<file path="src/hdl/ctrl_pkg.sv">
package ctrl_pkg;

  ////////////////////
  // widths
  ////////////////////

  // default register address width, 4 selects the rv32e register file
  localparam int unsigned REG_ADDR_W_DEFAULT = 5;

  ////////////////////
  // enums
  ////////////////////

  // controller FSM states
  typedef enum logic [3:0] {
    RESET       = 4'd0,
    BOOT_SET    = 4'd1,
    SLEEP       = 4'd2,
    FIRST_FETCH = 4'd3,
    DECODE      = 4'd4,
    FLUSH_EX    = 4'd5,
    FLUSH_WB    = 4'd6
  } ctrl_state_e;

  // jump class reported by the decoder
  typedef enum logic [1:0] {
    NONE = 2'b00,
    JAL  = 2'b01,
    JALR = 2'b10,
    COND = 2'b11
  } jump_kind_e;

  // next fetch address source in IF
  typedef enum logic [2:0] {
    PC_BOOT      = 3'b000,
    PC_JUMP      = 3'b010,
    PC_BRANCH    = 3'b011,
    PC_EXCEPTION = 3'b100,
    PC_ERET      = 3'b101
  } pc_mux_e;

  // operand source select in ID
  typedef enum logic [1:0] {
    SEL_REGFILE = 2'b00,
    SEL_FW_EX   = 2'b01,
    SEL_FW_WB   = 2'b10
  } fwd_sel_e;

  ////////////////////
  // structs
  ////////////////////

  // decoder flags for the instruction in ID
  typedef struct packed {
    logic       illegal;
    logic       eret;
    logic       pipe_flush;
    jump_kind_e jump_dec;
  } decode_info_t;

  // pc update request to the prefetcher
  typedef struct packed {
    logic    set;
    pc_mux_e mux;
  } pc_ctrl_t;

  // exception controller handshake and pc save strobes
  typedef struct packed {
    logic ack;
    logic save_if;
    logic save_id;
    logic save_takenbranch;
    logic restore_id;
  } exc_ctrl_t;

  // source operand matches, already gated by write and use enables
  typedef struct packed {
    logic ex_a;
    logic ex_b;
    logic alu_a;
    logic alu_b;
    logic wb_a;
    logic wb_b;
  } reg_hit_t;

endpackage

</file>
<file path="src/hdl/core_controller.sv">
module core_controller #(
  parameter int unsigned REG_ADDR_WIDTH = ctrl_pkg::REG_ADDR_W_DEFAULT
) (
  input  logic                      clk,
  input  logic                      rst_n,

  // sequencing
  input  logic                      fetch_enable_i,
  input  logic                      instr_valid_i,
  input  logic                      id_ready_i,
  input  logic                      ex_valid_i,
  input  logic                      branch_taken_ex_i,
  input  logic                      exc_req_i,
  input  logic                      ext_req_i,
  input  logic                      data_req_ex_i,
  input  ctrl_pkg::decode_info_t    decode_i,

  // source operands in ID
  input  logic [REG_ADDR_WIDTH-1:0] rs_a_addr_i,
  input  logic [REG_ADDR_WIDTH-1:0] rs_b_addr_i,
  input  logic                      rega_used_i,
  input  logic                      regb_used_i,

  // write ports further down the pipe
  input  logic                      ex_we_i,
  input  logic [REG_ADDR_WIDTH-1:0] ex_waddr_i,
  input  logic                      alu_we_i,
  input  logic [REG_ADDR_WIDTH-1:0] alu_waddr_i,
  input  logic                      wb_we_i,
  input  logic [REG_ADDR_WIDTH-1:0] wb_waddr_i,

  output logic                      ctrl_busy_o,
  output logic                      is_decoding_o,
  output logic                      instr_req_o,
  output ctrl_pkg::pc_ctrl_t        pc_o,
  output ctrl_pkg::exc_ctrl_t       exc_o,
  output logic                      halt_if_o,
  output logic                      halt_id_o,

  output logic                      load_stall_o,
  output logic                      jr_stall_o,
  output logic                      deassert_we_o,
  output ctrl_pkg::fwd_sel_e        fwd_a_sel_o,
  output ctrl_pkg::fwd_sel_e        fwd_b_sel_o
);

  // gated operand matches, shared by stall and forward logic
  ctrl_pkg::reg_hit_t reg_hit;

  ////////////////////
  // sequencing FSM
  ////////////////////

  ctrl_fsm u_ctrl_fsm (
    .clk               (clk),
    .rst_n             (rst_n),
    .fetch_enable_i    (fetch_enable_i),
    .instr_valid_i     (instr_valid_i),
    .id_ready_i        (id_ready_i),
    .ex_valid_i        (ex_valid_i),
    .branch_taken_ex_i (branch_taken_ex_i),
    .exc_req_i         (exc_req_i),
    .ext_req_i         (ext_req_i),
    .decode_i          (decode_i),
    .jr_stall_i        (jr_stall_o),
    .ctrl_busy_o       (ctrl_busy_o),
    .is_decoding_o     (is_decoding_o),
    .instr_req_o       (instr_req_o),
    .pc_o              (pc_o),
    .exc_o             (exc_o),
    .halt_if_o         (halt_if_o),
    .halt_id_o         (halt_id_o)
  );

  ////////////////////
  // hazards
  ////////////////////

  operand_match #(
    .REG_ADDR_WIDTH (REG_ADDR_WIDTH)
  ) u_operand_match (
    .rs_a_addr_i (rs_a_addr_i),
    .rs_b_addr_i (rs_b_addr_i),
    .rega_used_i (rega_used_i),
    .regb_used_i (regb_used_i),
    .ex_we_i     (ex_we_i),
    .ex_waddr_i  (ex_waddr_i),
    .alu_we_i    (alu_we_i),
    .alu_waddr_i (alu_waddr_i),
    .wb_we_i     (wb_we_i),
    .wb_waddr_i  (wb_waddr_i),
    .hit_o       (reg_hit)
  );

  hazard_unit u_hazard_unit (
    .hit_i         (reg_hit),
    .data_req_ex_i (data_req_ex_i),
    .jump_dec_i    (decode_i.jump_dec),
    .illegal_i     (decode_i.illegal),
    .is_decoding_i (is_decoding_o),
    .load_stall_o  (load_stall_o),
    .jr_stall_o    (jr_stall_o),
    .deassert_we_o (deassert_we_o)
  );

  fwd_unit u_fwd_unit (
    .hit_i       (reg_hit),
    .fwd_a_sel_o (fwd_a_sel_o),
    .fwd_b_sel_o (fwd_b_sel_o)
  );

endmodule

</file>
<file path="src/hdl/ctrl_fsm.sv">
module ctrl_fsm (
  input  logic                    clk,
  input  logic                    rst_n,

  input  logic                    fetch_enable_i,
  input  logic                    instr_valid_i,
  input  logic                    id_ready_i,
  input  logic                    ex_valid_i,
  input  logic                    branch_taken_ex_i,
  input  logic                    exc_req_i,
  input  logic                    ext_req_i,

  input  ctrl_pkg::decode_info_t  decode_i,
  input  logic                    jr_stall_i,

  output logic                    ctrl_busy_o,
  output logic                    is_decoding_o,
  output logic                    instr_req_o,
  output ctrl_pkg::pc_ctrl_t      pc_o,
  output ctrl_pkg::exc_ctrl_t     exc_o,
  output logic                    halt_if_o,
  output logic                    halt_id_o
);

  ctrl_pkg::ctrl_state_e state_q;
  ctrl_pkg::ctrl_state_e state_d;

  // set once a jump or eret has redirected fetch
  logic jump_done_q;
  logic jump_done_d;

  // unconditional jump sitting in ID
  logic is_jump;

  assign is_jump = (decode_i.jump_dec == ctrl_pkg::JAL) ||
                   (decode_i.jump_dec == ctrl_pkg::JALR);

  ////////////////////
  // next state logic
  ////////////////////

  always_comb begin
    // defaults, core running and fetching
    state_d       = state_q;
    jump_done_d   = jump_done_q;
    instr_req_o   = 1'b1;
    ctrl_busy_o   = 1'b1;
    is_decoding_o = 1'b0;
    halt_if_o     = 1'b0;
    halt_id_o     = 1'b0;
    pc_o.set      = 1'b0;
    pc_o.mux      = ctrl_pkg::PC_BOOT;
    exc_o         = '0;

    unique case (state_q)
      // idle after reset until fetch is enabled
      ctrl_pkg::RESET: begin
        ctrl_busy_o = 1'b0;
        instr_req_o = 1'b0;
        if (fetch_enable_i) begin
          state_d = ctrl_pkg::BOOT_SET;
        end
      end

      // load the boot address into the fetch pc, one cycle only
      ctrl_pkg::BOOT_SET: begin
        pc_o.set = 1'b1;
        pc_o.mux = ctrl_pkg::PC_BOOT;
        state_d  = ctrl_pkg::FIRST_FETCH;
      end

      // pipeline empty, wake on fetch enable or a pending exception
      ctrl_pkg::SLEEP: begin
        ctrl_busy_o = 1'b0;
        instr_req_o = 1'b0;
        halt_if_o   = 1'b1;
        halt_id_o   = 1'b1;
        if (fetch_enable_i || exc_req_i) begin
          state_d = ctrl_pkg::FIRST_FETCH;
        end
      end

      // wait for the first instruction to reach ID
      ctrl_pkg::FIRST_FETCH: begin
        if (id_ready_i) begin
          state_d = ctrl_pkg::DECODE;
        end
        // exception that woke us up, save the IF pc
        if (exc_req_i) begin
          pc_o.set      = 1'b1;
          pc_o.mux      = ctrl_pkg::PC_EXCEPTION;
          exc_o.ack     = 1'b1;
          exc_o.save_if = 1'b1;
        end
      end

      ctrl_pkg::DECODE: begin
        // valid instruction and no taken branch flushing it
        if (instr_valid_i && !branch_taken_ex_i) begin
          is_decoding_o = 1'b1;

          if (is_jump) begin
            // target known in ID, redirect once the jr hazard clears
            pc_o.mux = ctrl_pkg::PC_JUMP;
            if (!jr_stall_i && !jump_done_q) begin
              pc_o.set    = 1'b1;
              jump_done_d = 1'b1;
            end
          end else if (exc_req_i) begin
            // synchronous exception, keep the instruction out of EX
            pc_o.set      = 1'b1;
            pc_o.mux      = ctrl_pkg::PC_EXCEPTION;
            exc_o.ack     = 1'b1;
            exc_o.save_id = 1'b1;
            halt_id_o     = 1'b1;
          end

          // return from exception
          if (decode_i.eret) begin
            pc_o.mux         = ctrl_pkg::PC_ERET;
            exc_o.restore_id = 1'b1;
            if (!jump_done_q) begin
              pc_o.set    = 1'b1;
              jump_done_d = 1'b1;
            end
          end

          // wfi, or eret back into sleep, drains the pipeline
          if (decode_i.pipe_flush || (decode_i.eret && !fetch_enable_i)) begin
            halt_if_o = 1'b1;
            halt_id_o = 1'b1;
            state_d   = ctrl_pkg::FLUSH_EX;
          end
        end

        // nothing valid in ID, external interrupts go in here
        if (!instr_valid_i && !branch_taken_ex_i && ext_req_i) begin
          pc_o.set      = 1'b1;
          pc_o.mux      = ctrl_pkg::PC_EXCEPTION;
          exc_o.ack     = 1'b1;
          exc_o.save_if = 1'b1;
          halt_id_o     = 1'b1;
        end

        // taken branch in EX wins over everything decoded above
        if (branch_taken_ex_i) begin
          pc_o.set = 1'b1;
          pc_o.mux = ctrl_pkg::PC_BRANCH;
          // interrupt on the branch, handler returns to the branch target
          if (ext_req_i) begin
            pc_o.mux               = ctrl_pkg::PC_EXCEPTION;
            exc_o.ack              = 1'b1;
            exc_o.save_takenbranch = 1'b1;
            halt_id_o              = 1'b1;
          end
        end
      end

      // let EX finish, nops go in behind it
      ctrl_pkg::FLUSH_EX: begin
        halt_if_o = 1'b1;
        halt_id_o = 1'b1;
        if (ex_valid_i) begin
          state_d = ctrl_pkg::FLUSH_WB;
        end
      end

      // pipeline drained, resume or sleep
      ctrl_pkg::FLUSH_WB: begin
        halt_if_o = 1'b1;
        halt_id_o = 1'b1;
        if (fetch_enable_i) begin
          state_d = ctrl_pkg::DECODE;
        end else begin
          state_d = ctrl_pkg::SLEEP;
        end
      end

      default: begin
        instr_req_o = 1'b0;
        state_d     = ctrl_pkg::RESET;
      end
    endcase
  end

  ////////////////////
  // state registers
  ////////////////////

  always_ff @(posedge clk or negedge rst_n) begin
    if (!rst_n) begin
      state_q     <= ctrl_pkg::RESET;
      jump_done_q <= 1'b0;
    end else begin
      state_q     <= state_d;
      // cleared once ID accepts the next instruction
      jump_done_q <= jump_done_d & ~id_ready_i;
    end
  end

endmodule

</file>
<file path="src/hdl/fwd_unit.sv">
module fwd_unit (
  input  ctrl_pkg::reg_hit_t hit_i,

  output ctrl_pkg::fwd_sel_e fwd_a_sel_o,
  output ctrl_pkg::fwd_sel_e fwd_b_sel_o
);

  // per operand priority, ALU result is younger than WB
  function automatic ctrl_pkg::fwd_sel_e pick_src(
    input logic alu_hit,
    input logic wb_hit
  );
    ctrl_pkg::fwd_sel_e sel;
    if (alu_hit) begin
      sel = ctrl_pkg::SEL_FW_EX;
    end else if (wb_hit) begin
      sel = ctrl_pkg::SEL_FW_WB;
    end else begin
      // no match in flight, read the register file
      sel = ctrl_pkg::SEL_REGFILE;
    end
    return sel;
  endfunction

  ////////////////////
  // operand selects
  ////////////////////

  assign fwd_a_sel_o = pick_src(hit_i.alu_a, hit_i.wb_a);
  assign fwd_b_sel_o = pick_src(hit_i.alu_b, hit_i.wb_b);

endmodule

</file>
<file path="src/hdl/hazard_unit.sv">
module hazard_unit (
  input  ctrl_pkg::reg_hit_t   hit_i,
  input  logic                 data_req_ex_i,
  input  ctrl_pkg::jump_kind_e jump_dec_i,
  input  logic                 illegal_i,
  input  logic                 is_decoding_i,

  output logic                 load_stall_o,
  output logic                 jr_stall_o,
  output logic                 deassert_we_o
);

  ////////////////////
  // stalls
  ////////////////////

  // load in EX writes a register the instruction in ID reads
  assign load_stall_o = data_req_ex_i && (hit_i.ex_a || hit_i.ex_b);

  // jalr base register still in flight anywhere down the pipe,
  // the jump target is computed in ID so nothing can be forwarded
  assign jr_stall_o = (jump_dec_i == ctrl_pkg::JALR) &&
                      (hit_i.ex_a || hit_i.alu_a || hit_i.wb_a);

  ////////////////////
  // write enable kill
  ////////////////////

  // squash the register write of whatever leaves ID this cycle
  always_comb begin
    deassert_we_o = 1'b0;
    // stalled instruction is replayed, so its bubble must not write
    if (load_stall_o || jr_stall_o) begin
      deassert_we_o = 1'b1;
    end
    // illegal instructions never write back
    if (illegal_i) begin
      deassert_we_o = 1'b1;
    end
    // flushed, halted or branch-killed slot
    if (!is_decoding_i) begin
      deassert_we_o = 1'b1;
    end
  end

endmodule

</file>
<file path="src/hdl/operand_match.sv">
module operand_match #(
  parameter int unsigned REG_ADDR_WIDTH = ctrl_pkg::REG_ADDR_W_DEFAULT
) (
  input  logic [REG_ADDR_WIDTH-1:0] rs_a_addr_i,
  input  logic [REG_ADDR_WIDTH-1:0] rs_b_addr_i,
  input  logic                      rega_used_i,
  input  logic                      regb_used_i,

  // EX stage load/store writeback port
  input  logic                      ex_we_i,
  input  logic [REG_ADDR_WIDTH-1:0] ex_waddr_i,
  // ALU result forward port
  input  logic                      alu_we_i,
  input  logic [REG_ADDR_WIDTH-1:0] alu_waddr_i,
  // WB stage port
  input  logic                      wb_we_i,
  input  logic [REG_ADDR_WIDTH-1:0] wb_waddr_i,

  output ctrl_pkg::reg_hit_t        hit_o
);

  // one write port against one source operand
  function automatic logic port_hit(
    input logic                      we,
    input logic [REG_ADDR_WIDTH-1:0] waddr,
    input logic                      used,
    input logic [REG_ADDR_WIDTH-1:0] raddr
  );
    return we && used && (waddr == raddr);
  endfunction

  // operand a
  assign hit_o.ex_a  = port_hit(ex_we_i, ex_waddr_i, rega_used_i, rs_a_addr_i);
  assign hit_o.alu_a = port_hit(alu_we_i, alu_waddr_i, rega_used_i, rs_a_addr_i);
  assign hit_o.wb_a  = port_hit(wb_we_i, wb_waddr_i, rega_used_i, rs_a_addr_i);

  // operand b
  assign hit_o.ex_b  = port_hit(ex_we_i, ex_waddr_i, regb_used_i, rs_b_addr_i);
  assign hit_o.alu_b = port_hit(alu_we_i, alu_waddr_i, regb_used_i, rs_b_addr_i);
  assign hit_o.wb_b  = port_hit(wb_we_i, wb_waddr_i, regb_used_i, rs_b_addr_i);

endmodule
</file>
<file path="config.mk">
export PLATFORM = sky130hd
export DESIGN_NAME = core_controller
export DESIGN_NICKNAME = d
export VERILOG_FILES = /design/src/hdl/ctrl_pkg.sv /design/src/hdl/core_controller.sv /design/src/hdl/ctrl_fsm.sv /design/src/hdl/fwd_unit.sv /design/src/hdl/hazard_unit.sv /design/src/hdl/operand_match.sv
export SDC_FILE = /design/constraint.sdc
export NUM_CORES = 1
export LEC_CHECK = 0
export BUFFER_PORTS_ARGS = -buffer_cell sky130_fd_sc_hd__buf_4
export CORE_MARGIN = 1.5
export CORE_UTILIZATION = 35
export CTS_BUF_LIST = sky130_fd_sc_hd__clkbuf_8
export DETAILED_ROUTE_END_ITERATION = 8
export GPL_ROUTABILITY_DRIVEN = 0
export PLACE_DENSITY = 0.78
export SLEW_MARGIN = 10
export SYNTH_ARGS = -nofsm -noshare
export SYNTH_HDL_FRONTEND = slang
export SYNTH_SLANG_ARGS = --single-unit
</file>
<file path="constraint.sdc">
create_clock -name clk -period 1.8 [get_ports clk]
set_clock_uncertainty 0.05 [all_clocks]
set_input_delay 0.36 -clock clk [delete_from_list [all_inputs] [get_ports clk]]
set_output_delay 0.36 -clock clk [all_outputs]
set_load 0.01 [all_outputs]
</file>
## Yosys cells after proc, flatten, opt, wreduce, memory -nomap -nowiden

Cells that the tools add are included.

| word-level totals | value |
|---|---|
| register bits | 5 |
| bits in latches | 0 |
| RAM bits | 0 |
| ROM bits | 0 |
| logic and storage cells | 117 |
| memories | 0 |

| operators by class | value |
|---|---|
| add/subtract/negate cells | 0 |
| multipliers | 0 |
| div/mod/pow operators | 0 |
| order comparisons | 0 |
| eq/ne operators | 20 |
| shift operators | 0 |
| muxes and demuxes | 57 |
| bitwise logic cells | 2 |
| reductions and logical operators | 36 |

Operators by type and width:

| operator | number |
|---|---|
| $mux W4 | 12 |
| $mux W1 | 31 |
| $eq A5 B5 Y1 | 6 |
| $pmux W4 S7 | 1 |
| $logic_and A1 B1 Y1 | 19 |
| $eq A4 B3 Y1 const B | 3 |
| $mux W2 | 6 |
| $pmux W4 S3 | 1 |
| $mux W3 | 3 |
| $eq A4 B2 Y1 const B | 2 |
| $logic_or A1 B1 Y1 | 7 |
| $ne A2 B1 Y1 const B | 3 |
| $ne A2 B2 Y1 const B | 3 |
| $reduce_and A6 Y1 | 1 |
| $logic_not A1 Y1 | 5 |
| $reduce_or A5 Y1 | 1 |
| $eq A4 B1 Y1 const B | 1 |
| $logic_not A4 Y1 | 1 |
| $pmux W1 S2 | 2 |
| $pmux W2 S2 | 1 |
| $reduce_or A3 Y1 | 1 |
| $eq A2 B1 Y1 const B | 1 |
| $eq A2 B2 Y1 const B | 1 |
| $reduce_or A2 Y1 | 1 |
| 2 further kinds | 2 |

## Logic depth before layout (Yosys ltp)

| logic depth | value |
|---|---|
| depth in word-level cells | 15 |
| mapped depth | 7 |
| depth with buffers taken out | 7 |

## By module

Synthesis repeated with hierarchy kept, for this count alone.

| second synthesis, totals | value |
|---|---|
| cell total of the unflattened synthesis | 124 |
| area, all modules | 884.6 um^2 |

Modules (own cells, without submodules):

| module | times used | cells an instance | area an instance (um^2) | seq. area each (um^2) |
|---|---|---|---|---|
| ctrl_fsm | 1 | 65 | 451.7 | 100.1 |
| operand_match | 1 | 48 | 352.8 | 0.0 |
| fwd_unit | 1 | 4 | 42.5 | 0.0 |
| hazard_unit | 1 | 7 | 37.5 | 0.0 |

## Worst setup path after synthesis

Ideal clock, no wire load.

| timing | value |
|---|---|
| path type | register -> output |
| start | register u_ctrl_fsm.state_q[1] |
| end | output deassert_we_o |
| arrival time | 1.533 ns |
| required time | 1.390 ns |
| slack | -0.143 ns |
| stages on the path, launching flop included | 5 |
| buffers on the path | 0 |
| cell sequence | dfrtp_1 nand2b_2 or2_4 nor2_1 or4b_1 |

| on the way | value |
|---|---|
| word-level cells in the longest chain between the ends | 3 |

RTL lines:

| what | RTL line | RTL |
|---|---|---|
| from (decl) | ctrl_fsm.sv:25 | `ctrl_pkg::ctrl_state_e state_q;` |
| from (signal assigned) | ctrl_fsm.sv:192 | `state_q <= ctrl_pkg::RESET;` |
| from (signal assigned) | ctrl_fsm.sv:195 | `state_q <= state_d;` |
| $eq A4 B3 Y1 | ctrl_fsm.sv:55 | `unique case (state_q)` |
| $mux W1 | ctrl_fsm.sv:55 |  |
| named net is_decoding_o | core_controller.sv:33 | `output logic is_decoding_o,` |
| $mux W1 | hazard_unit.sv:41 | `if (!is_decoding_i) begin` |
| to (decl) | core_controller.sv:42 | `output logic deassert_we_o,` |

The timed path passes the listed nets, and every way through them passes these cells.

==> reports/results.tsv <==
stage	metric	value	unit
logic_synthesis	synth unique cells	31	
floorplan	die area	2720	um^2
floorplan	Die X	52.2	um
cts	number of buffers created by CTS	3	
worst_hold_path	Hold Crit Class	in2reg	
cts	H-tree level count	1	
pwr	Final Power	1380	uW
global_route	initial antenna violation count	0	
finish	Diodes inserted	0	
logic_synthesis	Synth Flop Type	dfrtp_1	
pwr	Max IR drop VDD	0.674	mV
worst_setup_path	critical path cell sequence	buf_6 > xor2_1 > nor4_1 > nand4_1 > buf_4 > nand4_1 > a21oi_1 > buf_4	
timing	Final WS setup	-398	ps
logic_synthesis	cells after synthesis	123	
worst_setup_path	Worst path max stage delay	380	ps
finish	share of cells above drive strength 1	0.588	
worst_setup_path	CP startpoint kind	input port	
global_route	GRT Overall Usage	0.270	
floorplan	FP Rows	17	
worst_setup_path	Setup Crit Path Kind	in2out	
floorplan	die height	52.2	um
worst_setup_path	CP required	1390	ps
worst_hold_path	Hold EP	u_ctrl_fsm.jump_done_q$_DFF_PN0_	
cts	Clock Path Buffers	2	
timing	fin crit period	2200	ps
timing	RSZ-0062 raised after global routing	true	
floorplan	Core Region	2250	um^2
drt	WL per Instance	16.3	um
placed_design	Post-DP HPWL	2710	um
finish	Area Overhead vs Synth	127	%
cts	clk slew on worst S/H paths	30	ps
finish	commonest cells after routing, fill and taps aside	buf_4 (80), buf_6 (20), xnor2_1 (14)	
global_route	first-pass GRT wire length	5510	um
timing	worst rel slew slack	0.758	
worst_setup_path	Worst Path Arrival	1790	ps
finish	Util after Layout	0.854	
timing	Worst Tran Pin Value	360	ps
cts	clock latency on the worst-skew pair	220	ps
drt	Vias	1357	
logic_synthesis	post-synth net total	169	
finish	FILL cells	129	
timing	Final Max Slew Viols	0	
worst_hold_path	hold_sp	id_ready_i	
finish	fin nets	273	
worst_setup_path	r2r worst-path depth	6	
pwr	Power Density	717	nW/um^2
worst_setup_path	CP Max Fanout	2	
floorplan	Starting Density	0.376	
placed_design	I/O Buffers	65	
drt	drt total wl	4150	um
worst_setup_path	reg-to-reg startpoint	u_ctrl_fsm.state_q[1]$_DFFE_PN0P_	
timing	Finish-stage setup viols	11	
worst_setup_path	Critical Path Start	wb_waddr_i[0]	
finish	most common cell after layout, fill and taps aside	buf_4	
flow_run	Max-cap violations	0	
logic_synthesis	post-synthesis cell area	847	um^2
drt	Pre-antenna DRT Iters	4	
worst_setup_path	reg-to-reg setup timing slack	420	ps
logic_synthesis	Seq/Total Area, Yosys	0.118	
pwr	cell leakage power	0.000915	uW
global_route	grt total ovfl	0	
run_status	failing checks	negative setup slack	
timing	Final Hold Violating Endpoints	0	
worst_setup_path	R2R Path End	u_ctrl_fsm.jump_done_q$_DFF_PN0_	
logic_synthesis	FFs w/ async S/R, synth	1.00	
global_route	pin count of the biggest net entering global routing	14	
drt	Detail Route Antenna Nets	0	
logic_synthesis	syn avg cell area	6.89	um^2
timing	fmax	455	MHz
logic_synthesis	synth warn	0	
cts	root buf cell	clkbuf_8	
global_route	number of global-route vias before repair	1340	
cts	CTS tree	built	
cts	CTS Sinks	4	
worst_setup_path	Crit. End Element	primary output	
worst_hold_path	Worst Hold Depth	2	
drt	drt via density	5.34	
timing	final worst path period share	1.22	
drt	# DRC	0	
floorplan	I/O Pins	66	
logic_synthesis	number of synthesized flops with an enable pin	0	
run_status	status	finished with violations	
worst_setup_path	CP max-delay cell	nor4_1	
drt	Initial DRC Count	29	
logic_synthesis	synthesized flop and latch total	4	
==> final cells by class <==
| class | count | area, um^2 | area share |
|---|---|---|---|
| Sequential cell | 4 | 101 | 0.0526 |
| Tap cell | 28 | 35.0 | 0.0182 |
| Inverter | 7 | 31.3 | 0.0162 |
| Clock buffer | 3 | 41.3 | 0.0214 |
| Clock inverter | 1 | 3.75 | 0.00195 |
| Multi-Input combinational cell | 110 | 877 | 0.455 |
| Timing Repair Buffer | 101 | 836 | 0.434 |
==> worst max-delay path by stage <==
stage,to,slack (ps),cells past startpoint
after floorplan,deassert_we_o,-1,5
after global placement,deassert_we_o,-320,7
after detailed placement,deassert_we_o,-330,7
after CTS,deassert_we_o,-320,7
after global routing,pc_o[3],-460,8
final,pc_o[3],-400,8
==> report_power, final <==
part	total [uW]	internal, uW	switching [uW]
clock network	192	145	47.0
registers	146	126	20.3
logic	1040	545	496
total	1380	817	564
==> per-layer routing <==
layer,global-route usage,vias up,share of wire
met1,0.274,612,0.32
met4,0.150,0,0.035
met5,0,-,0
li1,-,636,-
met3,0.0200,16,0.078
met2,0.532,93,0.56
==> registers in the layout, indices dropped and copies added, names as in the netlist <==
name / flops
u_ctrl_fsm.state_q: 3
u_ctrl_fsm.jump_done_q: 1
==> worst max-delay path, delay by kind of cell <==
family	cells	cell delay [ps]
AND/OR/NAND/NOR	3	740
buffers and inverters	3	470
AO/OA/AOI/OAI	1	70
XOR/XNOR	1	150
==> synth_stat cells, types with 2 or more instances <==
| cell | instances | area share |
|---|---|---|
| a211oi_1 | 2 | 0.018 |
| a21oi_1 | 4 | 0.024 |
| and2_1 | 2 | 0.015 |
| clkbuf_1 | 2 | 0.0089 |
| dfrtp_1 | 4 | 0.12 |
| inv_1 | 7 | 0.031 |
| nand2_1 | 11 | 0.049 |
| nand2b_1 | 4 | 0.030 |
| nand3_1 | 5 | 0.030 |
| nand4_1 | 8 | 0.059 |
| nor2_1 | 13 | 0.058 |
| nor3_1 | 3 | 0.018 |
| nor4_1 | 4 | 0.030 |
| o21ai_0 | 9 | 0.053 |
| xnor2_1 | 14 | 0.14 |
| xor2_1 | 16 | 0.17 |
==> timing repair <==
action / in CTS / in global routing
buffers inserted: 2 / 3
gates resized for setup: 34 / 21
hold buffers: 1 / 0
pin swaps: 17 / 14
gates cloned: 0 / 0
hold endpoints to repair: 4 / 0
endpoints found under the setup margin: 15 / 17
==> cell families after synthesis <==
kind of cell               after synthesis  share of synthesized area
and+or+nand+nor                         57                      0.350
xor gates and xnor gates                30                      0.310
AOI/OAI and AO/OA                       22                      0.167
buffers and inverters                    9                     0.0399
DFF                                      4                      0.118
adders and majority gates                1                     0.0148
==> per-stage QoR <==
| step | TNS, ps | hold slack, ps | setup slack, ps | std cells | instance area, um^2 |
|---|---|---|---|---|---|
| 2_1_floorplan | -1.35 | 14.4 | -1.35 | 123 | 877 |
| 3_3_place_gp | -1690 | 106 | -315 | 244 | 1620 |
| 3_5_place_dp | -1740 | 107 | -333 | 244 | 1620 |
| 4_1_cts | -1270 | 281 | -321 | 251 | 1820 |
| 5_1_grt | -2680 | 278 | -460 | 254 | 1930 |
| 6_report | -1990 | 288 | -398 | 254 | 1930 |
No activity file was read; power rests on OpenSTA's default activity.
